===== src/b32_macros.svh =====
`ifndef B32_MACROS_SVH
`define B32_MACROS_SVH

// Data word and instruction width
`define B32_WORD_WIDTH 32

// Instruction address width
`define B32_PC_WIDTH 8

// Number of instruction words
`define B32_IMEM_DEPTH 256

// Register index width, 16 registers
`define B32_REG_ADDR_WIDTH 4

// PC after reset
`define B32_START_PC 0

`endif


===== src/b32_pkg.sv =====
`include "b32_macros.svh"

package b32_pkg;

    typedef logic [`B32_WORD_WIDTH-1:0] word_t;

    // Wraps modulo the instruction memory size
    typedef logic [`B32_PC_WIDTH-1:0] pc_t;

    typedef logic [`B32_REG_ADDR_WIDTH-1:0] reg_addr_t;

    // Instruction bits 31..28, codes 5 and up behave as NOP
    typedef enum logic [3:0] {
        ARITH  = 4'd0,
        ARITHC = 4'd1,
        BRANCH = 4'd2,
        JUMP   = 4'd3,
        HALT   = 4'd4,
        NOP    = 4'd15
    } instr_class_e;

    // Codes 10 to 15 give a zero result
    typedef enum logic [3:0] {
        ALU_OR   = 4'd0,
        ALU_AND  = 4'd1,
        ALU_XOR  = 4'd2,
        ALU_ADD  = 4'd3,
        ALU_SUB  = 4'd4,
        ALU_SHL  = 4'd5,
        ALU_SHR  = 4'd6,
        ALU_NOTA = 4'd7,
        ALU_SLT  = 4'd8,
        ALU_SLTU = 4'd9
    } alu_op_e;

    // Codes 3 and 7 are never taken
    typedef enum logic [2:0] {
        BEQ = 3'd0,
        BGT = 3'd1,
        BGE = 3'd2,
        BNE = 3'd4,
        BLT = 3'd5,
        BLE = 3'd6
    } branch_op_e;

endpackage


===== src/b32_decode.sv =====
module b32_decode (
    input  logic                    clk,
    input  logic                    reset,
    input  b32_pkg::word_t          instr_de,
    input  b32_pkg::pc_t            pc_de,
    input  logic                    flush,
    output b32_pkg::reg_addr_t      areg_de,
    output b32_pkg::reg_addr_t      breg_de,
    output b32_pkg::instr_class_e   class_ex,
    output b32_pkg::alu_op_e        alu_op_ex,
    output b32_pkg::branch_op_e     branch_op_ex,
    output logic                    signed_ex,
    output logic                    relative_ex,
    output b32_pkg::word_t          imm_ex,
    output b32_pkg::reg_addr_t      areg_ex,
    output b32_pkg::reg_addr_t      breg_ex,
    output b32_pkg::reg_addr_t      dreg_ex,
    output b32_pkg::pc_t            pc_ex
);

    b32_pkg::instr_class_e cls;
    b32_pkg::word_t        imm;
    b32_pkg::reg_addr_t    dreg;

    always_comb
    begin
        cls     = (instr_de[31:28] > 4'd4) ? b32_pkg::NOP
                                           : b32_pkg::instr_class_e'(instr_de[31:28]);
        areg_de = '0;
        breg_de = '0;
        dreg    = '0;
        imm     = '0;
        case (cls)
            b32_pkg::ARITH:
            begin
                areg_de = instr_de[11:8];
                breg_de = instr_de[7:4];
                dreg    = instr_de[3:0];
            end
            b32_pkg::ARITHC:
            begin
                imm     = {{16{instr_de[23]}}, instr_de[23:8]};
                areg_de = instr_de[7:4];
                dreg    = instr_de[3:0];
            end
            b32_pkg::BRANCH:
            begin
                imm     = {{16{instr_de[27]}}, instr_de[27:12]};
                areg_de = instr_de[11:8];
                breg_de = instr_de[7:4];
            end
            // Only the low PC bits of the target matter
            b32_pkg::JUMP: imm = {5'd0, instr_de[26:0]};
            default: imm = '0;
        endcase
    end

    // DE to EX register, flush inserts a bubble
    always_ff @(posedge clk)
    begin
        if (reset || flush)
        begin
            class_ex     <= reset ? b32_pkg::ARITH : b32_pkg::NOP;
            alu_op_ex    <= b32_pkg::ALU_OR;
            branch_op_ex <= b32_pkg::BEQ;
            signed_ex    <= 1'b0;
            relative_ex  <= 1'b0;
            imm_ex       <= '0;
            areg_ex      <= '0;
            breg_ex      <= '0;
            dreg_ex      <= '0;
            pc_ex        <= '0;
        end
        else
        begin
            class_ex     <= cls;
            alu_op_ex    <= b32_pkg::alu_op_e'(instr_de[27:24]);
            branch_op_ex <= b32_pkg::branch_op_e'(instr_de[3:1]);
            signed_ex    <= instr_de[0];
            relative_ex  <= instr_de[27];
            imm_ex       <= imm;
            areg_ex      <= areg_de;
            breg_ex      <= breg_de;
            dreg_ex      <= dreg;
            pc_ex        <= pc_de;
        end
    end

endmodule


===== config.mk =====
export PLATFORM = sky130hd
export DESIGN_NAME = b32_decode
export DESIGN_NICKNAME = d
export VERILOG_FILES = /design/src/b32_pkg.sv /design/src/b32_decode.sv
export VERILOG_INCLUDE_DIRS = /design/src /design/src/src
export SDC_FILE = /design/constraint.sdc
export NUM_CORES = 1
export LEC_CHECK = 0
export ABC_AREA = 1
export BUFFER_PORTS_ARGS = -buffer_cell sky130_fd_sc_hd__buf_2
export CORE_MARGIN = 5
export CORE_UTILIZATION = 49
export CTS_CLUSTER_SIZE = 12
export DETAILED_ROUTE_END_ITERATION = 6
export PLACE_DENSITY = 0.86
export SYNTH_ARGS = -nofsm -noshare
export SYNTH_HDL_FRONTEND = slang
export SYNTH_SLANG_ARGS = --single-unit

===== constraint.sdc =====
create_clock -name clk -period 1.3 [get_ports clk]
set_input_delay 0.065 -clock clk [delete_from_list [all_inputs] [get_ports clk]]
set_output_delay 0.065 -clock clk [all_outputs]
set_load 0.05 [all_outputs]

==> results.sh <==
export IMPL_outcome="finished clean"
export IMPL_slew_viol_final=0
export IMPL_grt_util_all_layers=0.221
export IMPL_synth_edf_count=0
export IMPL_vias=2400
export IMPL_wl_microns=6770
export IMPL_cp_required_ns=1.57
export IMPL_finalNonFillerCells=488
export IMPL_utilization=0.712
export IMPL_synth_warnings=0
export IMPL_finalHoldViolations=0
export IMPL_crit_chain="dlygate4sd3_1 -> buf_2 -> inv_2 -> nand2_2 -> inv_2 -> nand2_2 -> nor2_2 -> nand2_1 -> nand2_1"
export IMPL_via_per_inst=4.92
export IMPL_tightest_slew_ns=0.392
export IMPL_antennaDiodeCount=0
export IMPL_crit_cells=9
export IMPL_slew_headroom=0.739
export IMPL_post_place_cells=445
export IMPL_leakagePower_nw=1.96
export IMPL_htree_levels=3
export IMPL_drive_gt1_frac=0.339
export IMPL_coreArea_sq_mm=0.00466
export IMPL_async_reset_ff_frac=0
export IMPL_num_rows=25
export IMPL_nNetsFinal=472
export IMPL_holdPathStages=3
export IMPL_synth_fp_nets=335
export IMPL_avgRoutedWirePerCell_microns=13.9
export IMPL_yosysSeqAreaShare=0.514
export IMPL_cts_root_buf="clkbuf_8"
export IMPL_min_from="instr_de[4]"
export IMPL_min_to="breg_ex[0]$_SDFF_PP0_"
export IMPL_drtAntennaViolNets=0
export IMPL_start_util=0.501
export IMPL_synth_most_common_cell="nand2_1"
export IMPL_slowest_stage="dlygate4sd3_1"
export IMPL_synthTopCellsByCount="62 x nand2_1, 60 x dfxtp_1, 39 x inv_1, 31 x nand3_1, 30 x nand4_1"
export IMPL_cpPeakStageDelay_ns=0.52
export IMPL_drtPass1Iterations=6
export IMPL_fin_setup_tns_ns=0
export IMPL_min_period_over_period=0.928
export IMPL_gp_congestion=0.863
export IMPL_ir_worst_vdd_v=0.000852
export IMPL_fmax_mhz=829
export IMPL_synth_top_area_share=0.514
export IMPL_ys_flop_type="dfxtp_1"
export IMPL_clkSinkCount=60
export IMPL_cp_start_kind="input port"
export IMPL_syn_area_per_cell_sq_um=8.00
export IMPL_first_iter_violations=316
export IMPL_synthXorXnorAreaFrac=0
export IMPL_numCtsBuffers=9
export IMPL_yosys_top_cells_area="dfxtp_1 51%, nand2_1 10%, nand4_1 8.0%"
export IMPL_setup_viol=0
export IMPL_ys_types=20
export IMPL_fin_crit_ns=1.21
export IMPL_dpl_cell_area_sq_mm=0.00286
export IMPL_grt_remaining_overflow=0
export IMPL_cts_setup_buffers=0
export IMPL_final_cell_area_sq_mm=0.00332
export IMPL_synth_simple_area_share=0.334
export IMPL_die_y_microns=79.0
export IMPL_synth_top_family_by_area="simple AND/OR/NAND/NOR gates"
export IMPL_postSynthCellCount=292
export IMPL_crit_buf_inv=4
export IMPL_synth_seq_cells=60
export IMPL_crit_type="in2reg"
export IMPL_grt_pass1_vias=2283
export IMPL_power_density_mw_per_mm2=1230
export IMPL_hpwl_microns=4760
export IMPL_grt_pass1_wl_microns=10600
export IMPL_cp_top_family="buffers and inverters"
export IMPL_fin_total_pwr_w=0.00407
export IMPL_cts_buffer_depth=2
export IMPL_syn_to_final_growth_pct=42.2
export IMPL_antenna_found_initial=0
export IMPL_synth_top_cell_by_area="dfxtp_1"
export IMPL_grt_start_max_net_pins=29
export IMPL_synth_compound_area_frac=0.0129
export IMPL_cts_tree="built"
export IMPL_hold_class="in2reg"
export IMPL_drc=0
export IMPL_portBuffers=115
export IMPL_cap_violations=0
export IMPL_clk_pin_slew_worst_paths_ns=0.06
export IMPL_dieArea_sq_mm=0.00624
export IMPL_synthMuxAreaShare=0
export IMPL_synth_area_sq_mm=0.00233
export IMPL_synthAdderAreaFrac=0
export IMPL_cp_max_fo=7
export IMPL_end_kind="register"
export IMPL_die_w_microns=79.0
export IMPL_worstPathArrival_ns=1.48
export IMPL_io_pins=116
power breakdown:
part           switching [W]  internal [W]  leakage, nW
clock               0.000646      0.000886       0.0887
sequential         0.0000109       0.00189        0.488
combinational       0.000449      0.000193         1.38
timing repair:
item	in CTS	in global routing
setup endpoints to repair	0	13
hold buffers	26	0
hold endpoints to repair	28	0
gates resized for setup	0	3
state kept, by name (all words and copies together), names as in the netlist:
| register | count |
|---|---|
| class_ex | 4 |
| imm_ex | 28 |
| alu_op_ex | 4 |
| breg_ex | 4 |
| branch_op_ex | 3 |
| areg_ex | 4 |
| signed_ex | 1 |
| dreg_ex | 4 |
| pc_ex | 8 |
layer usage:
layer  up-vias  track usage  wire length, microns
met5         -            0                     0
met4         0        0.134                   162
met3        17       0.0578                   597
met2       116        0.368                  3380
met1      1071        0.254                  2630
li1       1196            -                     -
metrics by stage:
step,hold WS [ns],setup slack [ns]
after floorplan,0.134,0.0731
final,0.0206,0.0939
after detailed placement,0.258,0.127
after CTS,0.0108,0.0773
after global placement,0.249,0.154
after global routing,0.0141,-0.00578
cell families (layout without fill, tap and decap cells):
group / after synthesis / in the layout
buffers and inverters: 65 / 206
flip-flops: 60 / 60
AO/OA/AOI/OAI: 6 / 6
AND/OR/NAND/NOR: 161 / 162
worst max path at each step:
stage,start,to,slack (ns)
3_5_place_dp,instr_de[30],breg_de[3],0.13
4_1_cts,reset,imm_ex[10]$_SDFF_PP0_,0.08
5_1_grt,reset,dreg_ex[0]$_SDFF_PP0_,-0.006
2_1_floorplan,instr_de[30],breg_de[0],0.07
3_3_place_gp,instr_de[30],breg_de[1],0.15
6_report,reset,imm_ex[21]$_SDFF_PP0_,0.09
area by class of cell:
| type | instances | area, sq um |
|---|---|---|
| clock buffers | 14 | 143 |
| well taps | 54 | 67.6 |
| flip-flops and latches | 60 | 1200 |
| inverters | 43 | 164 |
| multi-input cells | 168 | 830 |
| fillers | 367 | 1340 |
| clock inverters | 2 | 35.0 |
| repair buffers | 147 | 881 |
layout by cell type, fill, tap and decap left out, types with 2 or more instances in the layout:
cell	synthesis	routed
nand3_1	31	30
nand2_1	62	61
nand4_1	30	30
nand2_2	2	2
dfxtp_1	60	60
clkbuf_8	0	9
clkbuf_1	0	5
nand2_4	1	2
inv_2	3	3
nor3_1	4	4
buf_4	6	6
a21oi_1	6	6
buf_2	7	115
nor2_1	25	25
inv_1	39	39
nor2_4	3	3
dlygate4sd3_1	0	26
nor2_2	1	2
tightest hold or removal path, cell delays in order:
cell    delay, ns
buf_2        0.12
inv_1        0.07
nor3_1       0.05
(Power assumes the default switching activity.)
