### config.mk
export PLATFORM = sky130hd
export DESIGN_NAME = b32_regbank
export DESIGN_NICKNAME = d
export VERILOG_FILES = /design/src/b32_pkg.sv /design/src/b32_regbank.sv
export VERILOG_INCLUDE_DIRS = /design/src /design/src/src
export SDC_FILE = /design/constraint.sdc
export NUM_CORES = 1
export LEC_CHECK = 0
export BUFFER_PORTS_ARGS = -buffer_cell sky130_fd_sc_hd__buf_2
export CORE_UTILIZATION = 50
export CTS_BUF_LIST = sky130_fd_sc_hd__clkbuf_8
export DETAILED_ROUTE_END_ITERATION = 8
export HOLD_SLACK_MARGIN = 0.06
export PLACE_DENSITY = 0.67
export SYNTH_ARGS = -nofsm -noshare
export SYNTH_HDL_FRONTEND = slang
export SYNTH_SLANG_ARGS = --single-unit
export TNS_END_PERCENT = 20
### constraint.sdc
create_clock -name clk -period 2.7 [get_ports clk]
set_input_delay 0.54 -clock clk [delete_from_list [all_inputs] [get_ports clk]]
set_output_delay 0.54 -clock clk [all_outputs]
set_load 0.005 [all_outputs]
### src/b32_macros.svh
`ifndef B32_MACROS_SVH
`define B32_MACROS_SVH

// Data word and instruction width
`define B32_WORD_WIDTH 32

// Instruction address width
`define B32_PC_WIDTH 8

// Number of instruction words
`define B32_IMEM_DEPTH 256

// Register index width, 16 registers
`define B32_REG_ADDR_WIDTH 4

// PC after reset
`define B32_START_PC 0

`endif

### src/b32_pkg.sv
`include "b32_macros.svh"

package b32_pkg;

    typedef logic [`B32_WORD_WIDTH-1:0] word_t;

    // Wraps modulo the instruction memory size
    typedef logic [`B32_PC_WIDTH-1:0] pc_t;

    typedef logic [`B32_REG_ADDR_WIDTH-1:0] reg_addr_t;

    // Instruction bits 31..28, codes 5 and up behave as NOP
    typedef enum logic [3:0] {
        ARITH  = 4'd0,
        ARITHC = 4'd1,
        BRANCH = 4'd2,
        JUMP   = 4'd3,
        HALT   = 4'd4,
        NOP    = 4'd15
    } instr_class_e;

    // Codes 10 to 15 give a zero result
    typedef enum logic [3:0] {
        ALU_OR   = 4'd0,
        ALU_AND  = 4'd1,
        ALU_XOR  = 4'd2,
        ALU_ADD  = 4'd3,
        ALU_SUB  = 4'd4,
        ALU_SHL  = 4'd5,
        ALU_SHR  = 4'd6,
        ALU_NOTA = 4'd7,
        ALU_SLT  = 4'd8,
        ALU_SLTU = 4'd9
    } alu_op_e;

    // Codes 3 and 7 are never taken
    typedef enum logic [2:0] {
        BEQ = 3'd0,
        BGT = 3'd1,
        BGE = 3'd2,
        BNE = 3'd4,
        BLT = 3'd5,
        BLE = 3'd6
    } branch_op_e;

endpackage

### src/b32_regbank.sv
module b32_regbank (
    input  logic                 clk,
    input  logic                 reset,
    input  b32_pkg::reg_addr_t   addr_a,
    input  b32_pkg::reg_addr_t   addr_b,
    output b32_pkg::word_t       data_a,
    output b32_pkg::word_t       data_b,
    input  logic                 we,
    input  b32_pkg::reg_addr_t   addr_d,
    input  b32_pkg::word_t       data_d
);

    b32_pkg::word_t regs [1:15];

    always_ff @(posedge clk)
    begin
        if (reset)
        begin
            for (int i = 1; i < 16; i++)
            begin
                regs[i] <= '0;
            end
            data_a <= '0;
            data_b <= '0;
        end
        else
        begin
            if (we && addr_d != '0)
            begin
                regs[addr_d] <= data_d;
            end

            // Register 0 reads as zero, a same-cycle write passes straight through
            if (addr_a == '0)
                data_a <= '0;
            else if (we && addr_d == addr_a)
                data_a <= data_d;
            else
                data_a <= regs[addr_a];

            if (addr_b == '0)
                data_b <= '0;
            else if (we && addr_d == addr_b)
                data_b <= data_d;
            else
                data_b <= regs[addr_b];
        end
    end

endmodule

==> flow_metrics.tcl, run 1 <==
set metrics [dict create \
    yosysSeqAreaShare_pct 55.8 \
    place_ws_ps 225 \
    fin_skew_ps 34.9 \
    gp_congestion 0.834 \
    cts_max_path_buffers 3 \
    portBuffers 110 \
    cpMaxStageDelayCell "buf_4" \
    cts_sinks 576 \
    cts_tree "yes" \
    cts.clk_slew.worst_paths_ps 60 \
    grt_pass1_vias 18200 \
    finalSetupTns_ps 0 \
    routed_via_density 6.24 \
    clockRootBuffer "clkbuf_8" \
    critical_path_buf_inv_count 2 \
    fin_crit_sh_pct 68.8 \
    drcViolationCount 0 \
    clk_latency_ps 720 \
    wire_per_inst_um 29.5 \
    arrival_ps 2420 \
    hold_class "in2reg" \
    synth_compound_area_share_pct 2.00 \
    antenna_found_initial 8 \
    cts.htree.levels 3 \
    grt_max_degree 81 \
    grt_pass1_wl_um 122000 \
    final_common_cell "edfxtp_1" \
    max-slew-margin-rel_pct 38.0 \
    synth_seq_cells 576 \
    ios 111 \
    overflow 0 \
    cp-start-kind "input port" \
    worstPathRequired_ps 3260 \
    post_cts_buffers 0 \
    worstPathMaxFanout 33 \
    final_cell_mix "edfxtp_1, and2_1, mux2i_1" \
    start_util_pct 50.6 \
    async_flop_share_pct 0 \
    layout-drive-gt1-share_pct 24.9 \
    outcome "finished, final reports clean" \
    ys_types 28 \
    fin_hold_ws_ps 209 \
    worst-setup-path-type "in2reg" \
    synth_top_family_by_area "multiplexers" \
    netlist_area_mm2 0.0299 \
    power.total_w 0.0209 \
    finalWorstSetupSlack_ps 844 \
    rows 89 \
    multiInputGateArea_mm2 0.0123 \
    synthFlopType "edfxtp_1" \
    synthCells 1800 \
    hpwl_um 48000 \
    die_w_um 246 \
    dieArea_mm2 0.0607 \
    crit_path_end_kind "flip-flop" \
    die_h_um 246 \
    area_delta_synth_final_pct 13.3 \
    synthXorXnorAreaFrac_pct 0.235 \
    drv_slew 0 \
    seq_area_mm2 0.0167 \
    yosys.area_share.simple_pct 10.9 \
    fillers 4640 \
    ir_worst_vdd_uv 396 \
    synth_fa_ha_area_share_pct 0 \
    crit_family "simple AND/OR/NAND/NOR gates" \
    fin_crit_ps 1860 \
    p_leak_nw 13.1 \
    clock.fmax_mhz 539 \
    drtAntennaViolNets 0 \
    syn_avg_cell_area_um2 16.6 \
    dr.first_iter.drc_count 1736 \
    timing.final.hold_violations 0 \
    routed_wl_um 83900 \
    numCtsBuffers 99 \
    crit_chain "buf_2 -> nor2b_2 -> nand3_1 -> nor2_2 -> buf_4 -> and2_1" \
    power_density_mw_per_mm2 619 \
    ys.warnings.count 0 \
    nets 2025 \
    via_count 17700 \
    drt_first_pass_iters 5 \
    synthMuxAreaShare_pct 27.5 \
    max_cap_violations 0 \
    coreArea_mm2 0.0590 \
    holdBufCountCts 0 \
    slowest_delay_ps 570 \
    synth_edf_count 512 \
    grt.total_usage_pct 28.4 \
    cts_resized 0 \
    worst_pin_slew_ps 930 \
    rsz0062_at_grt "no" \
    finalSetupViolations 0 \
]
-- cells by family after synthesis --
kind of cell,count (synthesis)
flip-flops,576
AND/OR/NAND/NOR,526
buffers and inverters,174
other,1
AO/OA/AOI/OAI,67
XOR/XNOR,8
multiplexers,448
-- report_power, final --
part	switching (W)	internal [W]
Combinational	0.00126	0.00120
Sequential	0.000267	0.0103
Clock	0.00368	0.00424
-- synthesized netlist by cell type, types with 2 or more instances --
cell type | number | area, um^2
nand2b_1 | 2 | 12.5
clkbuf_8 | 4 | 55.1
nand2_1 | 2 | 7.51
nor3_1 | 3 | 15.0
xor2_1 | 8 | 70.1
nand3b_1 | 2 | 15.0
a22o_1 | 64 | 561
dfxtp_1 | 64 | 1280
nor2_1 | 14 | 52.6
buf_2 | 34 | 170
mux4_2 | 120 | 2700
and2_1 | 482 | 3020
clkbuf_4 | 3 | 22.5
mux4_1 | 135 | 3550
nor4_1 | 2 | 12.5
a211oi_2 | 2 | 25.0
buf_4 | 8 | 60.1
edfxtp_1 | 512 | 15400
or2_2 | 15 | 93.8
clkbuf_1 | 86 | 323
nor4_2 | 2 | 25.0
buf_6 | 39 | 439
mux2i_1 | 192 | 1920
-- metrics by stage --
stage / area [um^2] / cells / util, %
floorplan: 30000 / 1831 / -
global placement: 31800 / 2650 / 53.9
detailed placement: 31800 / 2650 / 53.9
CTS: 33800 / 2836 / 57.3
global route: 33800 / 2837 / 57.3
finish: 33800 / 2838 / 57.3
-- state kept, by name, indices dropped and copies added (netlist names) --
name,cells
data_a,32
regs,512
data_b,32
-- metal layers --
metal,share of wire [%],track usage (%)
met4,4.0,12.5
met2,48,45.5
met3,9.1,5.72
met5,0.033,0
met1,39,37.5
-- path summary, 6_finish.rpt --
check                   start  cells past startpoint  slack, ps     endpoint
setup reg to reg  regs[8][23]                      4       1040   data_b[23]
setup / recovery        reset                      6        840  regs[15][1]
hold reg to reg   regs[8][16]                      4        890   data_a[16]
hold / removal     data_d[24]                      1        210  regs[0][24]
-- cell type report --
class,count,area share (%)
clock buffers,114,4.64
diodes,2,0.0148
clock inverters,72,1.22
repair buffers,220,5.53
multi-input cells,1081,36.5
flip-flops and latches,576,49.3
well taps,773,2.86
Note: power is estimated with default switching activity, not from simulation.
==> run 2, diff against run 1 <==
--- a/config.mk
+++ b/config.mk
@@ -11,7 +11,7 @@
 export CTS_BUF_LIST = sky130_fd_sc_hd__clkbuf_8
 export DETAILED_ROUTE_END_ITERATION = 8
 export HOLD_SLACK_MARGIN = 0.06
-export PLACE_DENSITY = 0.67
+export PLACE_DENSITY = 0.69
 export SYNTH_ARGS = -nofsm -noshare
 export SYNTH_HDL_FRONTEND = slang
 export SYNTH_SLANG_ARGS = --single-unit
==> constraint.sdc (replaced) <==
create_clock -name clk -period 1.7 [get_ports clk]
set_input_delay 0.34 -clock clk [delete_from_list [all_inputs] [get_ports clk]]
set_output_delay 0.34 -clock clk [all_outputs]
set_load 0.005 [all_outputs]
==> run 2 against run 1 <==
Critical path depth is 2 lower. Clock-buffer cell count is 11 lower. Sequential cell count stayed put. First-iteration DRC count is 1.4% higher. Global-route usage is 0.15 points lower. Highest routed layer is now met4.
==> flow_metrics.tcl, run 2 (synthesis gave the netlist of run 1 again) <==
set metrics [dict create \
    outcome "finished, final reports clean" \
    largest_reg_flops 512 \
    worstPathRequired_ps 2280 \
    power.total_w 0.0328 \
    top_register "regs" \
    rsz0062_at_grt "no" \
    dr.first_iter.drc_count 1761 \
    clockRootBuffer "clkbuf_8" \
    area_delta_synth_final_pct 18.5 \
    cts.clk_slew.worst_paths_ps 60 \
    fin_crit_ps 1690 \
    top_layer_used "met4" \
    layout-drive-gt1-share_pct 27.6 \
    hold_class "in2reg" \
    finalWorstSetupSlack_ps 13.7 \
    grt_pass1_vias 18900 \
    numCtsBuffers 96 \
    clk_latency_ps 710 \
    ios 111 \
    top_regs "regs x512, data_a x32, data_b x32" \
    fillers 4396 \
    internal-power_w 0.0246 \
    hpwl_um 54800 \
    rows 89 \
    drv_slew 0 \
    netSwitchingFraction_pct 25.1 \
    cts.htree.levels 3 \
    cts_sinks 576 \
    wire_per_inst_um 28.5 \
    hold_start "addr_a[0]" \
    antenna_cells 0 \
    grt_max_degree 34 \
    arrival_ps 2270 \
    via_count 18400 \
    final_common_cell "edfxtp_1" \
    p_leak_nw 13.8 \
    worst-setup-path-type "reg2reg" \
    power_frac_seq_pct 51.2 \
    overflow 0 \
    wl_met2_um 40500 \
    routed_wl_um 84500 \
    gp_congestion 0.842 \
    die_w_um 246 \
    post_cts_buffers 0 \
    fin_crit_sh_pct 99.2 \
    nets 2162 \
    grt.total_usage_pct 28.2 \
    worstPathMaxFanout 2 \
    dieArea_mm2 0.0607 \
    switchingPower_w 0.00821 \
    grt_pass1_wl_um 123000 \
    final_cell_mix "edfxtp_1, and2_1, mux2i_1" \
    drtAntennaViolNets 0 \
    wl_met1_um 33800 \
    cts_tree "yes" \
    coreArea_mm2 0.0590 \
    power_frac_clock_pct 35.7 \
    portBuffers 110 \
    cts_max_path_buffers 3 \
    drcViolationCount 0 \
    finalSetupViolations 0 \
    power_density_mw_per_mm2 927 \
    die_h_um 246 \
    start_util_pct 50.6 \
    final_util_pct 59.9 \
    ir_worst_vdd_uv 629 \
    fin_skew_ps 30.0 \
    crit_path_end_kind "flip-flop" \
    clock.fmax_mhz 593 \
    place_ws_ps -440 \
    max_cap_violations 0 \
    drt_first_pass_iters 5 \
    routed_via_density 6.21 \
    antenna_found_initial 3 \
    p_comb_share_pct 13.1 \
    cp-start-kind "flip-flop" \
    worstReg2RegStart "regs[11][9]" \
    wl_met3_um 7680 \
    setup.worst_path.start "regs[11][9]" \
    timing.final.hold_violations 0 \
]
-- run 2: cell count changes in the layout (fill, tap and decap cells not counted), sizes merged --
| cell | before | now |
|---|---|---|
| bufinv | 4 | 3 |
| diode | 2 | 0 |
| clkbuf | 114 | 103 |
| dlygate4sd3 | 0 | 32 |
| buf | 220 | 328 |
| inv | 44 | 33 |
| clkinvlp | 2 | 3 |
| clkinv | 22 | 36 |
-- run 2: what timing repair did --
action                                  in CTS  in global routing
hold buffers                                32                  0
endpoints found under the setup margin       0                  3
resized for setup                            0                  4
endpoints found under the hold margin       48                  0
-- run 2: through the flow --
stage               setup TNS [ps]  area, um^2  hold WS, ps  std cells
floorplan                   -25060       30000          439       1831
global placement            -50170       33200          716       2758
detailed placement          -63810       33200          715       2758
CTS                              0       35400          232       2968
global route                     0       35400          282       2968
finish                           0       35400          274       2968
-- run 2: layout make-up --
cell class | instances | area, um^2 | area share (%)
clock inverters | 75 | 383 | 1.08
well taps | 773 | 967 | 2.73
repair buffers | 360 | 3600 | 10.2
flip-flops and latches | 576 | 16700 | 47.1
clock buffers | 103 | 1420 | 4.01
multi-input cells | 1081 | 12300 | 34.9
-- run 2: worst max-delay path, stage by stage, from the launching register on --
cell and delay [ps]:
edfxtp_1 390, mux4_1 520, mux2i_1 320, mux2i_1 140
a22o_1 210
-- run 2: path summary, 6_finish.rpt --
kind | to | slack, ps | cells past startpoint
setup reg to reg | data_b[9] | 10 | 4
hold / removal | data_a[9] | 270 | 5
hold reg to reg | data_a[9] | 890 | 4
setup / recovery | data_b[9] | 10 | 4
-- run 2: layer usage --
metal | up-vias | global-route usage, %
li1 | 7718 | -
met1 | 9551 | 38.3
met2 | 977 | 45.3
met3 | 180 | 5.39
met4 | 0 | 10.4
met5 | - | 0
-- run 2: power groups by stage --
stage | Sequential (W) | Combinational [W] | Clock, W
2_1_floorplan | 0.0169 | 0.00251 | 0
3_3_place_gp | 0.0170 | 0.00415 | 0
3_5_place_dp | 0.0171 | 0.00421 | 0
4_1_cts | 0.0168 | 0.00427 | 0.0119
5_1_grt | 0.0169 | 0.00450 | 0.0125
6_report | 0.0168 | 0.00429 | 0.0117
